$ cat src/noc_pkg.sv
////////////////////////////////////////
// Router constants for the 5-port mesh
// Port index, direction and XY types
// Flit header and flit union
////////////////////////////////////////

`default_nettype none

package noc_pkg;

  ////////////////////////////////////////
  // Router constants
  ////////////////////////////////////////

  // Number of router ports, local plus four links
  localparam logic [2:0] NUM_PORTS = 3'd5;

  // Flit width without the two preamble bits
  localparam int unsigned DATA_WIDTH = 64;

  // Input queue depth in flits
  localparam int unsigned QUEUE_DEPTH = 4;
  localparam int unsigned PTR_WIDTH = $clog2(QUEUE_DEPTH);

  // Width of one mesh coordinate
  localparam int unsigned COORD_WIDTH = 4;

  // Message type field
  localparam int unsigned MSG_WIDTH = 5;

  // Whole flit, preamble included
  localparam int unsigned FLIT_WIDTH = DATA_WIDTH + 2;

  // Header bits left over after the routing information
  localparam int unsigned RESERVED_WIDTH =
    DATA_WIDTH - 4 * COORD_WIDTH - MSG_WIDTH - int'(NUM_PORTS);

  ////////////////////////////////////////
  // Ports and directions
  ////////////////////////////////////////

  typedef enum logic [2:0] {
    PORT_NORTH = 3'd0,
    PORT_SOUTH = 3'd1,
    PORT_WEST  = 3'd2,
    PORT_EAST  = 3'd3,
    PORT_LOCAL = 3'd4
  } port_e;

  // One-hot, bit k selects port k
  typedef logic [NUM_PORTS-1:0] dir_t;

  // North decreases y, south increases y
  typedef struct packed {
    logic [COORD_WIDTH-1:0] x;
    logic [COORD_WIDTH-1:0] y;
  } xy_t;

  ////////////////////////////////////////
  // Flit formats
  ////////////////////////////////////////

  typedef struct packed {
    logic head;
    logic tail;
  } preamble_t;

  // Head flit layout, preamble in the top bits
  typedef struct packed {
    preamble_t               preamble;
    xy_t                     source;
    xy_t                     destination;
    logic [MSG_WIDTH-1:0]    message;
    logic [RESERVED_WIDTH-1:0] reserved;
    dir_t                    routing;
  } header_t;

  // Same word seen as header or as raw payload
  typedef union packed {
    header_t               header;
    logic [FLIT_WIDTH-1:0] raw;
  } flit_u;

endpackage

`default_nettype wire

$ cat src/lookahead_route.sv
////////////////////////////////////////
// Next-hop XY route for one output
////////////////////////////////////////

`timescale 1ns/100ps
`default_nettype none

module lookahead_route (
  input  wire noc_pkg::xy_t  position_i,
  input  wire noc_pkg::xy_t  destination_i,
  input  wire noc_pkg::port_e out_port_i,
  output noc_pkg::dir_t      next_o
);

  import noc_pkg::*;

  // Position of the router behind this output
  xy_t next_pos;

  always_comb begin
    next_pos = position_i;
    unique case (out_port_i)
      PORT_NORTH: next_pos.y = position_i.y - 1'b1;
      PORT_SOUTH: next_pos.y = position_i.y + 1'b1;
      PORT_WEST:  next_pos.x = position_i.x - 1'b1;
      PORT_EAST:  next_pos.x = position_i.x + 1'b1;
      default:    next_pos   = position_i;
    endcase
  end

  // X first, then Y, then eject
  always_comb begin
    next_o = '0;
    if (out_port_i == PORT_LOCAL) begin
      // Leaving the mesh, nothing to route
      next_o[PORT_LOCAL] = 1'b1;
    end else if (destination_i.x > next_pos.x) begin
      next_o[PORT_EAST] = 1'b1;
    end else if (destination_i.x < next_pos.x) begin
      next_o[PORT_WEST] = 1'b1;
    end else if (destination_i.y < next_pos.y) begin
      next_o[PORT_NORTH] = 1'b1;
    end else if (destination_i.y > next_pos.y) begin
      next_o[PORT_SOUTH] = 1'b1;
    end else begin
      next_o[PORT_LOCAL] = 1'b1;
    end
  end

endmodule

`default_nettype wire

$ cat src/mesh_router.sv
////////////////////////////////////////
// 5-port mesh router top level
// Five input and five output channels
////////////////////////////////////////

`timescale 1ns/100ps
`default_nettype none

module mesh_router (
  input  wire logic                                    clk,
  input  wire logic                                    rst,
  input  wire noc_pkg::xy_t                            position_i,
  // Input links
  input  wire noc_pkg::flit_u [noc_pkg::NUM_PORTS-1:0] data_i,
  input  wire logic [noc_pkg::NUM_PORTS-1:0]           void_i,
  output logic [noc_pkg::NUM_PORTS-1:0]                stop_o,
  // Output links
  output noc_pkg::flit_u [noc_pkg::NUM_PORTS-1:0]      data_o,
  output logic [noc_pkg::NUM_PORTS-1:0]                void_o,
  input  wire logic [noc_pkg::NUM_PORTS-1:0]           stop_i
);

  import noc_pkg::*;

  // Input side
  flit_u [NUM_PORTS-1:0] heads;
  logic  [NUM_PORTS-1:0] head_valid;
  dir_t  [NUM_PORTS-1:0] req_in;
  logic  [NUM_PORTS-1:0] pop_in;

  // Row per output, column per input
  logic [NUM_PORTS-1:0][NUM_PORTS-1:0] req_col;
  logic [NUM_PORTS-1:0][NUM_PORTS-1:0] pop_out;
  // Row per input, column per output
  logic [NUM_PORTS-1:0][NUM_PORTS-1:0] pop_col;

  ////////////////////////////////////////
  // Request and pop transposes
  ////////////////////////////////////////

  for (genvar g_i = 0; g_i < int'(NUM_PORTS); g_i++) begin : gen_xpose_row
    for (genvar g_o = 0; g_o < int'(NUM_PORTS); g_o++) begin : gen_xpose_col
      assign req_col[g_o][g_i] = req_in[g_i][g_o];
      assign pop_col[g_i][g_o] = pop_out[g_o][g_i];
    end
    // Only one output selects an input at a time
    assign pop_in[g_i] = |pop_col[g_i];
  end

  ////////////////////////////////////////
  // Channels
  ////////////////////////////////////////

  for (genvar g_p = 0; g_p < int'(NUM_PORTS); g_p++) begin : gen_port
    router_input_port input_port_inst (
      .clk          (clk),
      .rst          (rst),
      .data_i       (data_i[g_p]),
      .void_i       (void_i[g_p]),
      .stop_o       (stop_o[g_p]),
      .pop_i        (pop_in[g_p]),
      .head_o       (heads[g_p]),
      .flit_valid_o (head_valid[g_p]),
      .req_o        (req_in[g_p])
    );

    router_output_port #(
      .PORT (port_e'(g_p))
    ) output_port_inst (
      .clk          (clk),
      .rst          (rst),
      .position_i   (position_i),
      .heads_i      (heads),
      .flit_valid_i (head_valid),
      .req_i        (req_col[g_p]),
      .pop_o        (pop_out[g_p]),
      .data_o       (data_o[g_p]),
      .void_o       (void_o[g_p]),
      .stop_i       (stop_i[g_p])
    );
  end

endmodule

`default_nettype wire

$ cat src/router_arbiter.sv
////////////////////////////////////////
// Round-robin arbiter of one output
// Grant held for a whole worm
////////////////////////////////////////

`timescale 1ns/100ps
`default_nettype none

module router_arbiter (
  input  wire logic                          clk,
  input  wire logic                          rst,
  input  wire logic [noc_pkg::NUM_PORTS-1:0] request_i,
  input  wire logic                          forwarding_head_i,
  input  wire logic                          forwarding_tail_i,
  output noc_pkg::dir_t                      grant_o,
  output logic                               grant_valid_o
);

  import noc_pkg::*;

  // Search start, owner of the locked worm
  logic [2:0] ptr_q;
  logic [2:0] owner_q;
  logic       locked_q;

  logic [2:0] pick_idx;
  logic       pick_valid;
  logic [2:0] win_idx;

  ////////////////////////////////////////
  // Round-robin search
  ////////////////////////////////////////

  // Walk backwards so the nearest request after ptr_q wins
  always_comb begin
    logic [2:0] idx;
    pick_idx   = ptr_q;
    pick_valid = 1'b0;
    for (int i = int'(NUM_PORTS) - 1; i >= 0; i--) begin
      idx = 3'((int'(ptr_q) + i) % int'(NUM_PORTS));
      if (request_i[idx]) begin
        pick_idx   = idx;
        pick_valid = 1'b1;
      end
    end
  end

  // Locked owner overrides the search
  assign win_idx       = locked_q ? owner_q : pick_idx;
  assign grant_valid_o = locked_q | pick_valid;

  always_comb begin
    grant_o          = '0;
    grant_o[win_idx] = grant_valid_o;
  end

  ////////////////////////////////////////
  // Lock and priority update
  ////////////////////////////////////////

  always_ff @(posedge clk) begin
    if (rst) begin
      ptr_q    <= '0;
      owner_q  <= '0;
      locked_q <= 1'b0;
    end else if (forwarding_tail_i) begin
      // Worm done, next search starts past the winner
      locked_q <= 1'b0;
      ptr_q    <= (win_idx == NUM_PORTS - 3'd1) ? '0 : win_idx + 3'd1;
    end else if (forwarding_head_i) begin
      locked_q <= 1'b1;
      owner_q  <= win_idx;
    end
  end

endmodule

`default_nettype wire

$ cat src/router_fifo.sv
////////////////////////////////////////
// Input flit queue of one router port
// Circular buffer with full/empty flags
////////////////////////////////////////

`timescale 1ns/100ps
`default_nettype none

module router_fifo (
  input  wire logic           clk,
  input  wire logic           rst,
  input  wire logic           wr_i,
  input  wire noc_pkg::flit_u data_i,
  input  wire logic           rd_i,
  output noc_pkg::flit_u      data_o,
  output logic                empty_o,
  output logic                full_o
);

  import noc_pkg::*;

  // Flit storage
  flit_u mem_q [QUEUE_DEPTH];

  logic [PTR_WIDTH-1:0] wr_ptr_q;
  logic [PTR_WIDTH-1:0] rd_ptr_q;
  logic [PTR_WIDTH:0]   count_q;

  // Accepted operations
  logic do_wr;
  logic do_rd;

  assign full_o  = (count_q == (PTR_WIDTH+1)'(QUEUE_DEPTH));
  assign empty_o = (count_q == '0);

  // Write when full and read when empty are dropped
  assign do_wr = wr_i & ~full_o;
  assign do_rd = rd_i & ~empty_o;

  // Head of queue
  assign data_o = mem_q[rd_ptr_q];

  always_ff @(posedge clk) begin
    if (do_wr) begin
      mem_q[wr_ptr_q] <= data_i;
    end
  end

  // Pointers wrap at the last entry
  always_ff @(posedge clk) begin
    if (rst) begin
      wr_ptr_q <= '0;
      rd_ptr_q <= '0;
      count_q  <= '0;
    end else begin
      if (do_wr) begin
        wr_ptr_q <= (wr_ptr_q == PTR_WIDTH'(QUEUE_DEPTH - 1)) ? '0 : wr_ptr_q + 1'b1;
      end
      if (do_rd) begin
        rd_ptr_q <= (rd_ptr_q == PTR_WIDTH'(QUEUE_DEPTH - 1)) ? '0 : rd_ptr_q + 1'b1;
      end
      // Fill count follows the net change
      if (do_wr && !do_rd) begin
        count_q <= count_q + 1'b1;
      end else if (do_rd && !do_wr) begin
        count_q <= count_q - 1'b1;
      end
    end
  end

endmodule

`default_nettype wire

$ cat src/router_input_port.sv
////////////////////////////////////////
// One router input channel
// Flit queue, link stop and held
// routing request of the current worm
////////////////////////////////////////

`timescale 1ns/100ps
`default_nettype none

module router_input_port (
  input  wire logic           clk,
  input  wire logic           rst,
  // Upstream link
  input  wire noc_pkg::flit_u data_i,
  input  wire logic           void_i,
  output logic                stop_o,
  // Toward the output ports
  input  wire logic           pop_i,
  output noc_pkg::flit_u      head_o,
  output logic                flit_valid_o,
  output noc_pkg::dir_t       req_o
);

  import noc_pkg::*;

  logic  empty;
  logic  full;
  logic  valid_head;
  dir_t  saved_req_q;

  ////////////////////////////////////////
  // Queue
  ////////////////////////////////////////

  // Every non-void flit goes in, the queue drops it when full
  router_fifo fifo_inst (
    .clk     (clk),
    .rst     (rst),
    .wr_i    (~void_i),
    .data_i  (data_i),
    .rd_i    (pop_i),
    .data_o  (head_o),
    .empty_o (empty),
    .full_o  (full)
  );

  // Upstream holds its flit while we are full
  assign stop_o = full;

  assign flit_valid_o = ~empty;
  assign valid_head   = flit_valid_o & head_o.header.preamble.head;

  ////////////////////////////////////////
  // Worm request
  ////////////////////////////////////////

  // Routing of the head is kept until the tail leaves
  always_ff @(posedge clk) begin
    if (rst) begin
      saved_req_q <= '0;
    end else if (pop_i && flit_valid_o && head_o.header.preamble.tail) begin
      saved_req_q <= '0;
    end else if (valid_head) begin
      saved_req_q <= head_o.header.routing;
    end
  end

  // A fresh head asks directly, later flits use the held copy
  assign req_o = valid_head ? head_o.header.routing : saved_req_q;

endmodule

`default_nettype wire

$ cat src/router_output_port.sv
////////////////////////////////////////
// One router output channel
// Worm FSM, crossbar mux, head rewrite
// and registered link output
////////////////////////////////////////

`timescale 1ns/100ps
`default_nettype none

module router_output_port #(
  parameter noc_pkg::port_e PORT = noc_pkg::PORT_LOCAL
) (
  input  wire logic                                    clk,
  input  wire logic                                    rst,
  input  wire noc_pkg::xy_t                            position_i,
  // Queue heads of all inputs
  input  wire noc_pkg::flit_u [noc_pkg::NUM_PORTS-1:0] heads_i,
  input  wire logic [noc_pkg::NUM_PORTS-1:0]           flit_valid_i,
  input  wire logic [noc_pkg::NUM_PORTS-1:0]           req_i,
  output logic [noc_pkg::NUM_PORTS-1:0]                pop_o,
  // Downstream link
  output noc_pkg::flit_u                               data_o,
  output logic                                         void_o,
  input  wire logic                                    stop_i
);

  import noc_pkg::*;

  typedef enum logic {
    ST_WAIT_HEAD,
    ST_PAYLOAD
  } state_e;

  state_e state_q;
  state_e state_d;

  logic [NUM_PORTS-1:0] req_masked;
  dir_t  grant;
  logic  grant_valid;
  flit_u sel_flit;
  logic  sel_valid;
  flit_u out_flit;
  dir_t  next_dir;
  logic  out_ready;
  logic  fwd;

  ////////////////////////////////////////
  // Arbitration
  ////////////////////////////////////////

  // No U-turn, our own input never gets this output
  always_comb begin
    req_masked       = req_i;
    req_masked[PORT] = 1'b0;
  end

  router_arbiter arbiter_inst (
    .clk               (clk),
    .rst               (rst),
    .request_i         (req_masked),
    .forwarding_head_i (fwd & sel_flit.header.preamble.head),
    .forwarding_tail_i (fwd & sel_flit.header.preamble.tail),
    .grant_o           (grant),
    .grant_valid_o     (grant_valid)
  );

  // Crossbar column, grant is one-hot
  always_comb begin
    sel_flit  = '0;
    sel_valid = 1'b0;
    for (int k = 0; k < int'(NUM_PORTS); k++) begin
      if (grant[k]) begin
        sel_flit  = heads_i[k];
        sel_valid = flit_valid_i[k];
      end
    end
  end

  ////////////////////////////////////////
  // Worm FSM
  ////////////////////////////////////////

  // Register empty, or its flit leaves this cycle
  assign out_ready = void_o | ~stop_i;

  always_comb begin
    state_d = state_q;
    fwd     = 1'b0;
    unique case (state_q)
      ST_WAIT_HEAD: begin
        // Only a head may open a worm
        if (grant_valid && sel_valid && out_ready && sel_flit.header.preamble.head) begin
          fwd = 1'b1;
          if (!sel_flit.header.preamble.tail) begin
            state_d = ST_PAYLOAD;
          end
        end
      end
      ST_PAYLOAD: begin
        // Arbiter stays locked on the same input
        if (grant_valid && sel_valid && out_ready) begin
          fwd = 1'b1;
          if (sel_flit.header.preamble.tail) begin
            state_d = ST_WAIT_HEAD;
          end
        end
      end
      default: state_d = ST_WAIT_HEAD;
    endcase
  end

  always_ff @(posedge clk) begin
    if (rst) begin
      state_q <= ST_WAIT_HEAD;
    end else begin
      state_q <= state_d;
    end
  end

  // Pop the granted queue
  assign pop_o = fwd ? grant : '0;

  ////////////////////////////////////////
  // Head rewrite
  ////////////////////////////////////////

  lookahead_route lookahead_inst (
    .position_i    (position_i),
    .destination_i (sel_flit.header.destination),
    .out_port_i    (PORT),
    .next_o        (next_dir)
  );

  // Head carries the next router's direction, payload passes raw
  always_comb begin
    out_flit = '0;
    if (sel_flit.header.preamble.head) begin
      out_flit.header         = sel_flit.header;
      out_flit.header.routing = next_dir;
    end else begin
      out_flit.raw = sel_flit.raw;
    end
  end

  ////////////////////////////////////////
  // Link output register
  ////////////////////////////////////////

  // Holds while stalled with a flit on the link
  always_ff @(posedge clk) begin
    if (rst) begin
      void_o <= 1'b1;
    end else if (out_ready) begin
      void_o <= ~fwd;
    end
  end

  always_ff @(posedge clk) begin
    if (fwd) begin
      data_o <= out_flit;
    end
  end

endmodule

`default_nettype wire

$ cat config.mk
export PLATFORM = sky130hd
export DESIGN_NAME = mesh_router
export DESIGN_NICKNAME = d
export VERILOG_FILES = /design/src/noc_pkg.sv /design/src/lookahead_route.sv /design/src/mesh_router.sv /design/src/router_arbiter.sv /design/src/router_fifo.sv /design/src/router_input_port.sv /design/src/router_output_port.sv
export SDC_FILE = /design/constraint.sdc
export NUM_CORES = 2
export LEC_CHECK = 0
export BUFFER_PORTS_ARGS = -buffer_cell sky130_fd_sc_hd__buf_2
export CAP_MARGIN = 40
export CORE_AREA = 2 2 599 601
export CTS_BUF_LIST = sky130_fd_sc_hd__clkbuf_8
export DETAILED_ROUTE_END_ITERATION = 10
export DIE_AREA = 0 0 601 603
export GPL_TIMING_DRIVEN = 0
export PLACE_DENSITY = 0.4
export SETUP_SLACK_MARGIN = 0.3
export SLEW_MARGIN = 5
export SYNTH_ARGS = -nofsm -noshare
export SYNTH_HDL_FRONTEND = slang
export SYNTH_HIERARCHICAL = 1
export SYNTH_SLANG_ARGS = --single-unit
export TNS_END_PERCENT = 50
$ cat constraint.sdc
create_clock -name clk -period 17.7 [get_ports clk]
set_input_delay 1.77 -clock clk [delete_from_list [all_inputs] [get_ports clk]]
set_output_delay 1.77 -clock clk [all_outputs]
set_load 0.005 [all_outputs]
### Word-level counts from Yosys, hierarchy flattened

Memories as Yosys holds them, arrays and structs flattened. A register that Yosys moved wholly into a read port is not among the register bits.
Index checks and enable logic that the tools add are counted.

* divide/modulo/power cells: 25
* order comparisons: 51
* add/subtract/negate cells: 49
* bitwise operators: 75
* muxes and demuxes: 304
* equal/unequal tests: 20
* reductions and logical operators: 80

Operator list (count)
* $mux W66: 30
* $mod A32 B4 Y32 const B: 20
* $mod A4 B4 Y32 const B: 5
* $mux W1: 151
* $mux W3: 49
* $lt A3 B4 Y1 const B: 30
* $bmux W1 S3: 25
* $mux W2: 24
* $mux W5: 9
* $add A3 B2 Y4 const B: 10
* $logic_and A1 B1 Y1: 40
* $not A1 Y1: 35
* $gt A4 B4 Y1: 8
* $lt A4 B4 Y1: 8
* $add A3 B1 Y3 const B: 10
* $eq A3 B3 Y1 const B: 10
* $and A1 B1 Y1: 25
* $and A5 B5 Y5: 5
* $reduce_or A5 Y1: 5
* $add A2 B1 Y2 const B: 10
* $add A3 B1 Y4 const B: 5
* $add A3 B3 Y4 const B: 5
* $eq A2 B2 Y1 const B: 10
* $pmux W1 S2: 10
* 12 further kinds: 65

* logic and storage cells: 664
* register bits after elaboration: 434
* input port bits: 350
* memories kept: 5
* bits in writable memories: 1320
* output and inout port bits: 340

Memories
* gen_port[0].input_port_inst.fifo_inst.mem_q: depth 4, width 66, read ports 1, clocked after memory_dff 1, wr ports 1, RTL line router_fifo.sv:23 `flit_u mem_q [QUEUE_DEPTH];`
* gen_port[1].input_port_inst.fifo_inst.mem_q: depth 4, width 66, read ports 1, clocked after memory_dff 1, wr ports 1, RTL line router_fifo.sv:23
* gen_port[2].input_port_inst.fifo_inst.mem_q: depth 4, width 66, read ports 1, clocked after memory_dff 1, wr ports 1, RTL line router_fifo.sv:23
* gen_port[3].input_port_inst.fifo_inst.mem_q: depth 4, width 66, read ports 1, clocked after memory_dff 1, wr ports 1, RTL line router_fifo.sv:23
* gen_port[4].input_port_inst.fifo_inst.mem_q: depth 4, width 66, read ports 1, clocked after memory_dff 1, wr ports 1, RTL line router_fifo.sv:23

### Longest topological paths before layout

* depth in word-level cells: 33
* depth in mapped cells: 36
* gate-level depth less buffers: 32

### Modules after synthesis

The synthesis kept the hierarchy.

By module, submodules not included
* router_fifo: area each 10020.9 um^2, sequential area each 8107.8 um^2, times used 5, cells an instance 394
* router_output_port at gen_port[1].output_port_inst ...: area each 4817.1 um^2, sequential area each 2021.9 um^2, times used 4, cells an instance 560
* router_arbiter at gen_port[1].output_port_inst.arbiter_inst ...: area each 2006.9 um^2, sequential area each 140.1 um^2, times used 3, cells an instance 265
* router_output_port at gen_port[0].output_port_inst: area each 4813.4 um^2, sequential area each 2021.9 um^2, times used 1, cells an instance 559
* lookahead_route: area each 599.3 um^2, sequential area each 0.0 um^2, times used 5, cells an instance 78
* router_arbiter at gen_port[4].output_port_inst.arbiter_inst: area each 2062.0 um^2, sequential area each 140.1 um^2, times used 1, cells an instance 261
* router_arbiter at gen_port[0].output_port_inst.arbiter_inst: area each 2014.4 um^2, sequential area each 140.1 um^2, times used 1, cells an instance 260
* router_input_port: area each 240.2 um^2, sequential area each 100.1 um^2, times used 5, cells an instance 19
* mesh_router: area each 62.6 um^2, sequential area each 0.0 um^2, times used 1, cells an instance 15

### Worst setup path before layout

No wires, ideal clock.

* path kind: register to register
* from: register gen_port[0].output_port_inst.arbiter_inst.ptr_q[0]
* to: register gen_port[0].input_port_inst.fifo_inst.count_q[2]
* required time: 17630 ps
* path buffers: 3
* library setup time: 70 ps
* stages on the path, launching flop included: 33
* data arrival time: 7394 ps
* setup slack: 10235 ps
* period minus slack after synthesis: 7465 ps
* path through: dfxtp_1 -> buf_2 -> buf_2 -> inv_1 -> ha_1 -> buf_4 -> xor2_2 -> nand2_1 -> ha_1 -> nor2b_1 -> o21ai_1 -> a32oi_1 -> mux2_2 -> and2_1 -> o311a_1 -> or3_4 -> o311ai_4 -> inv_2 -> nor3_1 -> or3b_2 -> a21oi_1 -> nor4_2 -> o41a_2 -> and2_1 -> nor3_1 -> nand2_1 -> o31ai_2 -> ha_1 -> inv_1 -> fa_1 -> xor2_1 -> or3_1 -> a21oi_1

RTL lines
* start: declaration: RTL line router_arbiter.sv:22 `logic [2:0] ptr_q;`
* start signal: assignment: RTL line router_arbiter.sv:69 `ptr_q <= (win_idx == NUM_PORTS - 3'd1) ? '0 : win_idx + 3'd1;`
* end signal: assignment: RTL line router_fifo.sv:64 `count_q <= count_q + 1'b1;`
* end signal: assignment: RTL line router_fifo.sv:66 `count_q <= count_q - 1'b1;`
* end: declaration: RTL line router_fifo.sv:27 `logic [PTR_WIDTH:0] count_q;`

==> out/metrics.yaml <==
grt_pass1_wl_um: 543000
layout_min_cycle_time_ns: 9.80
cts_setup_buffers: 0
ios: 690
portBuffers: 689
grt_util_all_layers_pct: 21.6
ff_latch_area_um2: 51700
final_antenna_net_count: 0
setup.worst_path.end_class: "flop"
antenna_found_initial: 235
mostFrequentLayoutCells: "edfxtp_1, buf_2, a21oi_1"
cts_resized: 0
final_common_cell: "edfxtp_1"
cts_inserted_buffers: 325
hpwlAfterDp_um: 317000
grt_max_degree: 48
worst_slew_pin_slew_ns: 0.982
dieArea_um2: 362000
die_x_um: 601
placementRows: 219
dr.first_iter.drc_count: 7355
die_h_um: 603
path_max_fanout: 13
drive_gt1_share_pct: 25.2
vias: 65600
start_util_pct: 24.9
drv_slew: 0
drt_wl_total_um: 405000
crit_arrival_ns: 10.56
fin_skew_ns: 0.0997
syn_inst: 6570
path_clk_slew_ns: 0.06
nNetsFinal: 8334
status: "finished clean"
cts_sinks: 1760
htree_levels: 5
dp_cells: 12200
hp-class: "reg -> reg"
hold_violations: 0
clk_latency_ns: 1.08
setup_viol: 0
dr.pass1.iters: 6
grt_pass1_vias: 64700
fillers: 36200
cpMaxStageDelayCell: "a211oi_2"
tns_ns: 0
fin_cells: 12800
vias_per_cell: 5.11
ctsRootBufferMaster: "clkbuf_8"
max_slew_margin_pct: 33.8
rsz0062_at_grt: "false"
critPathMaxStageDelay_ns: 0.73
path_class: "reg -> reg"
area_growth_pct: 19.7
postCtsHoldBufs: 0
synth_area_um2: 88300
required_ns: 18.46
tritoncts: "yes"
worstSetupStartpointType: "flop"
wl_per_cell_um: 31.5
drc: 0
syn_avg_cell_area_um2: 13.4
globalRouteOverflowTotal: 0
core_um2: 355000
clk_path_buf_depth: 4
multiInputGateArea_um2: 33800
maxCapViolCount: 0
fmax_ghz: 0.102
min_period_over_period_pct: 55.3
ys_warn_count: 6
gp_congestion: 0.938
hold_slack_ns: 0.497
[cell type report]
type                            instances  share of cell area [%]
Sequential cell                      1760                    49.0
Multi-Input combinational cell       4257                    32.0
Tap cell                             4751                    5.62
Timing Repair Buffer                  793                    4.46
Clock buffer                          340                    4.43
Buffer                                455                    2.32
Clock inverter                        245                    1.38
Inverter                              177                   0.717
Antenna cell                           56                   0.133
[worst max-delay path, delay by kind of cell (launching register included)]
family / cells / cell delay, ns
buf+inv: 9 / 3.31
simple gates: 9 / 1.53
flops: 1 / 0.60
fa+ha+maj: 3 / 1.00
compound gates: 12 / 2.97
[state kept, by name (all words and copies together), names as in the netlist, named ones only]
signal                                           flops
gen_port.input_port_inst/saved_req_q                20
gen_port.input_port_inst/fifo_inst/rd_ptr_q         10
gen_port.input_port_inst/fifo_inst/wr_ptr_q         10
gen_port.output_port_inst/state_q                    5
gen_port.output_port_inst/arbiter_inst/ptr_q        15
gen_port.input_port_inst/fifo_inst/mem_q          1320
gen_port.output_port_inst/data_o                   330
gen_port.input_port_inst/fifo_inst/count_q          15
gen_port.output_port_inst/arbiter_inst/locked_q      5
gen_port.output_port_inst/void_o                     5
gen_port.output_port_inst/arbiter_inst/owner_q      15
[per-layer routing]
metal	track usage [%]	part of all wire [%]	up-vias
met3	4.06	6.2	968
li1	-	-	28200
met1	24.5	37	33300
met4	11.3	6.1	80
met2	38.5	51	3109
met5	0	0.12	-
[metrics by stage]
step                worst slack (ns)  utilization [%]  area [µm²]
finish                          7.90             29.7      106000
floorplan                      10.24                -       88600
global route                    7.38             29.7      106000
global placement                6.90             27.6       98000
CTS                             8.01             29.7      106000
detailed placement              8.08             28.0       99400
[final timing paths]
check | start | to | slack [ns] | cells past startpoint
min | flop | flop | 0.50 | 2
min reg2reg | flop | flop | 0.50 | 2
max | flop | gen_port[3].output_port_inst/data_o[4]$_DFFE_PP_ | 7.90 | 33
max reg2reg | flop | gen_port[3].output_port_inst/data_o[4]$_DFFE_PP_ | 7.90 | 33
Power is left out: the tool's default activity adds up to more than one toggle a clock period on the data nets, which glitch-free logic cannot reach.
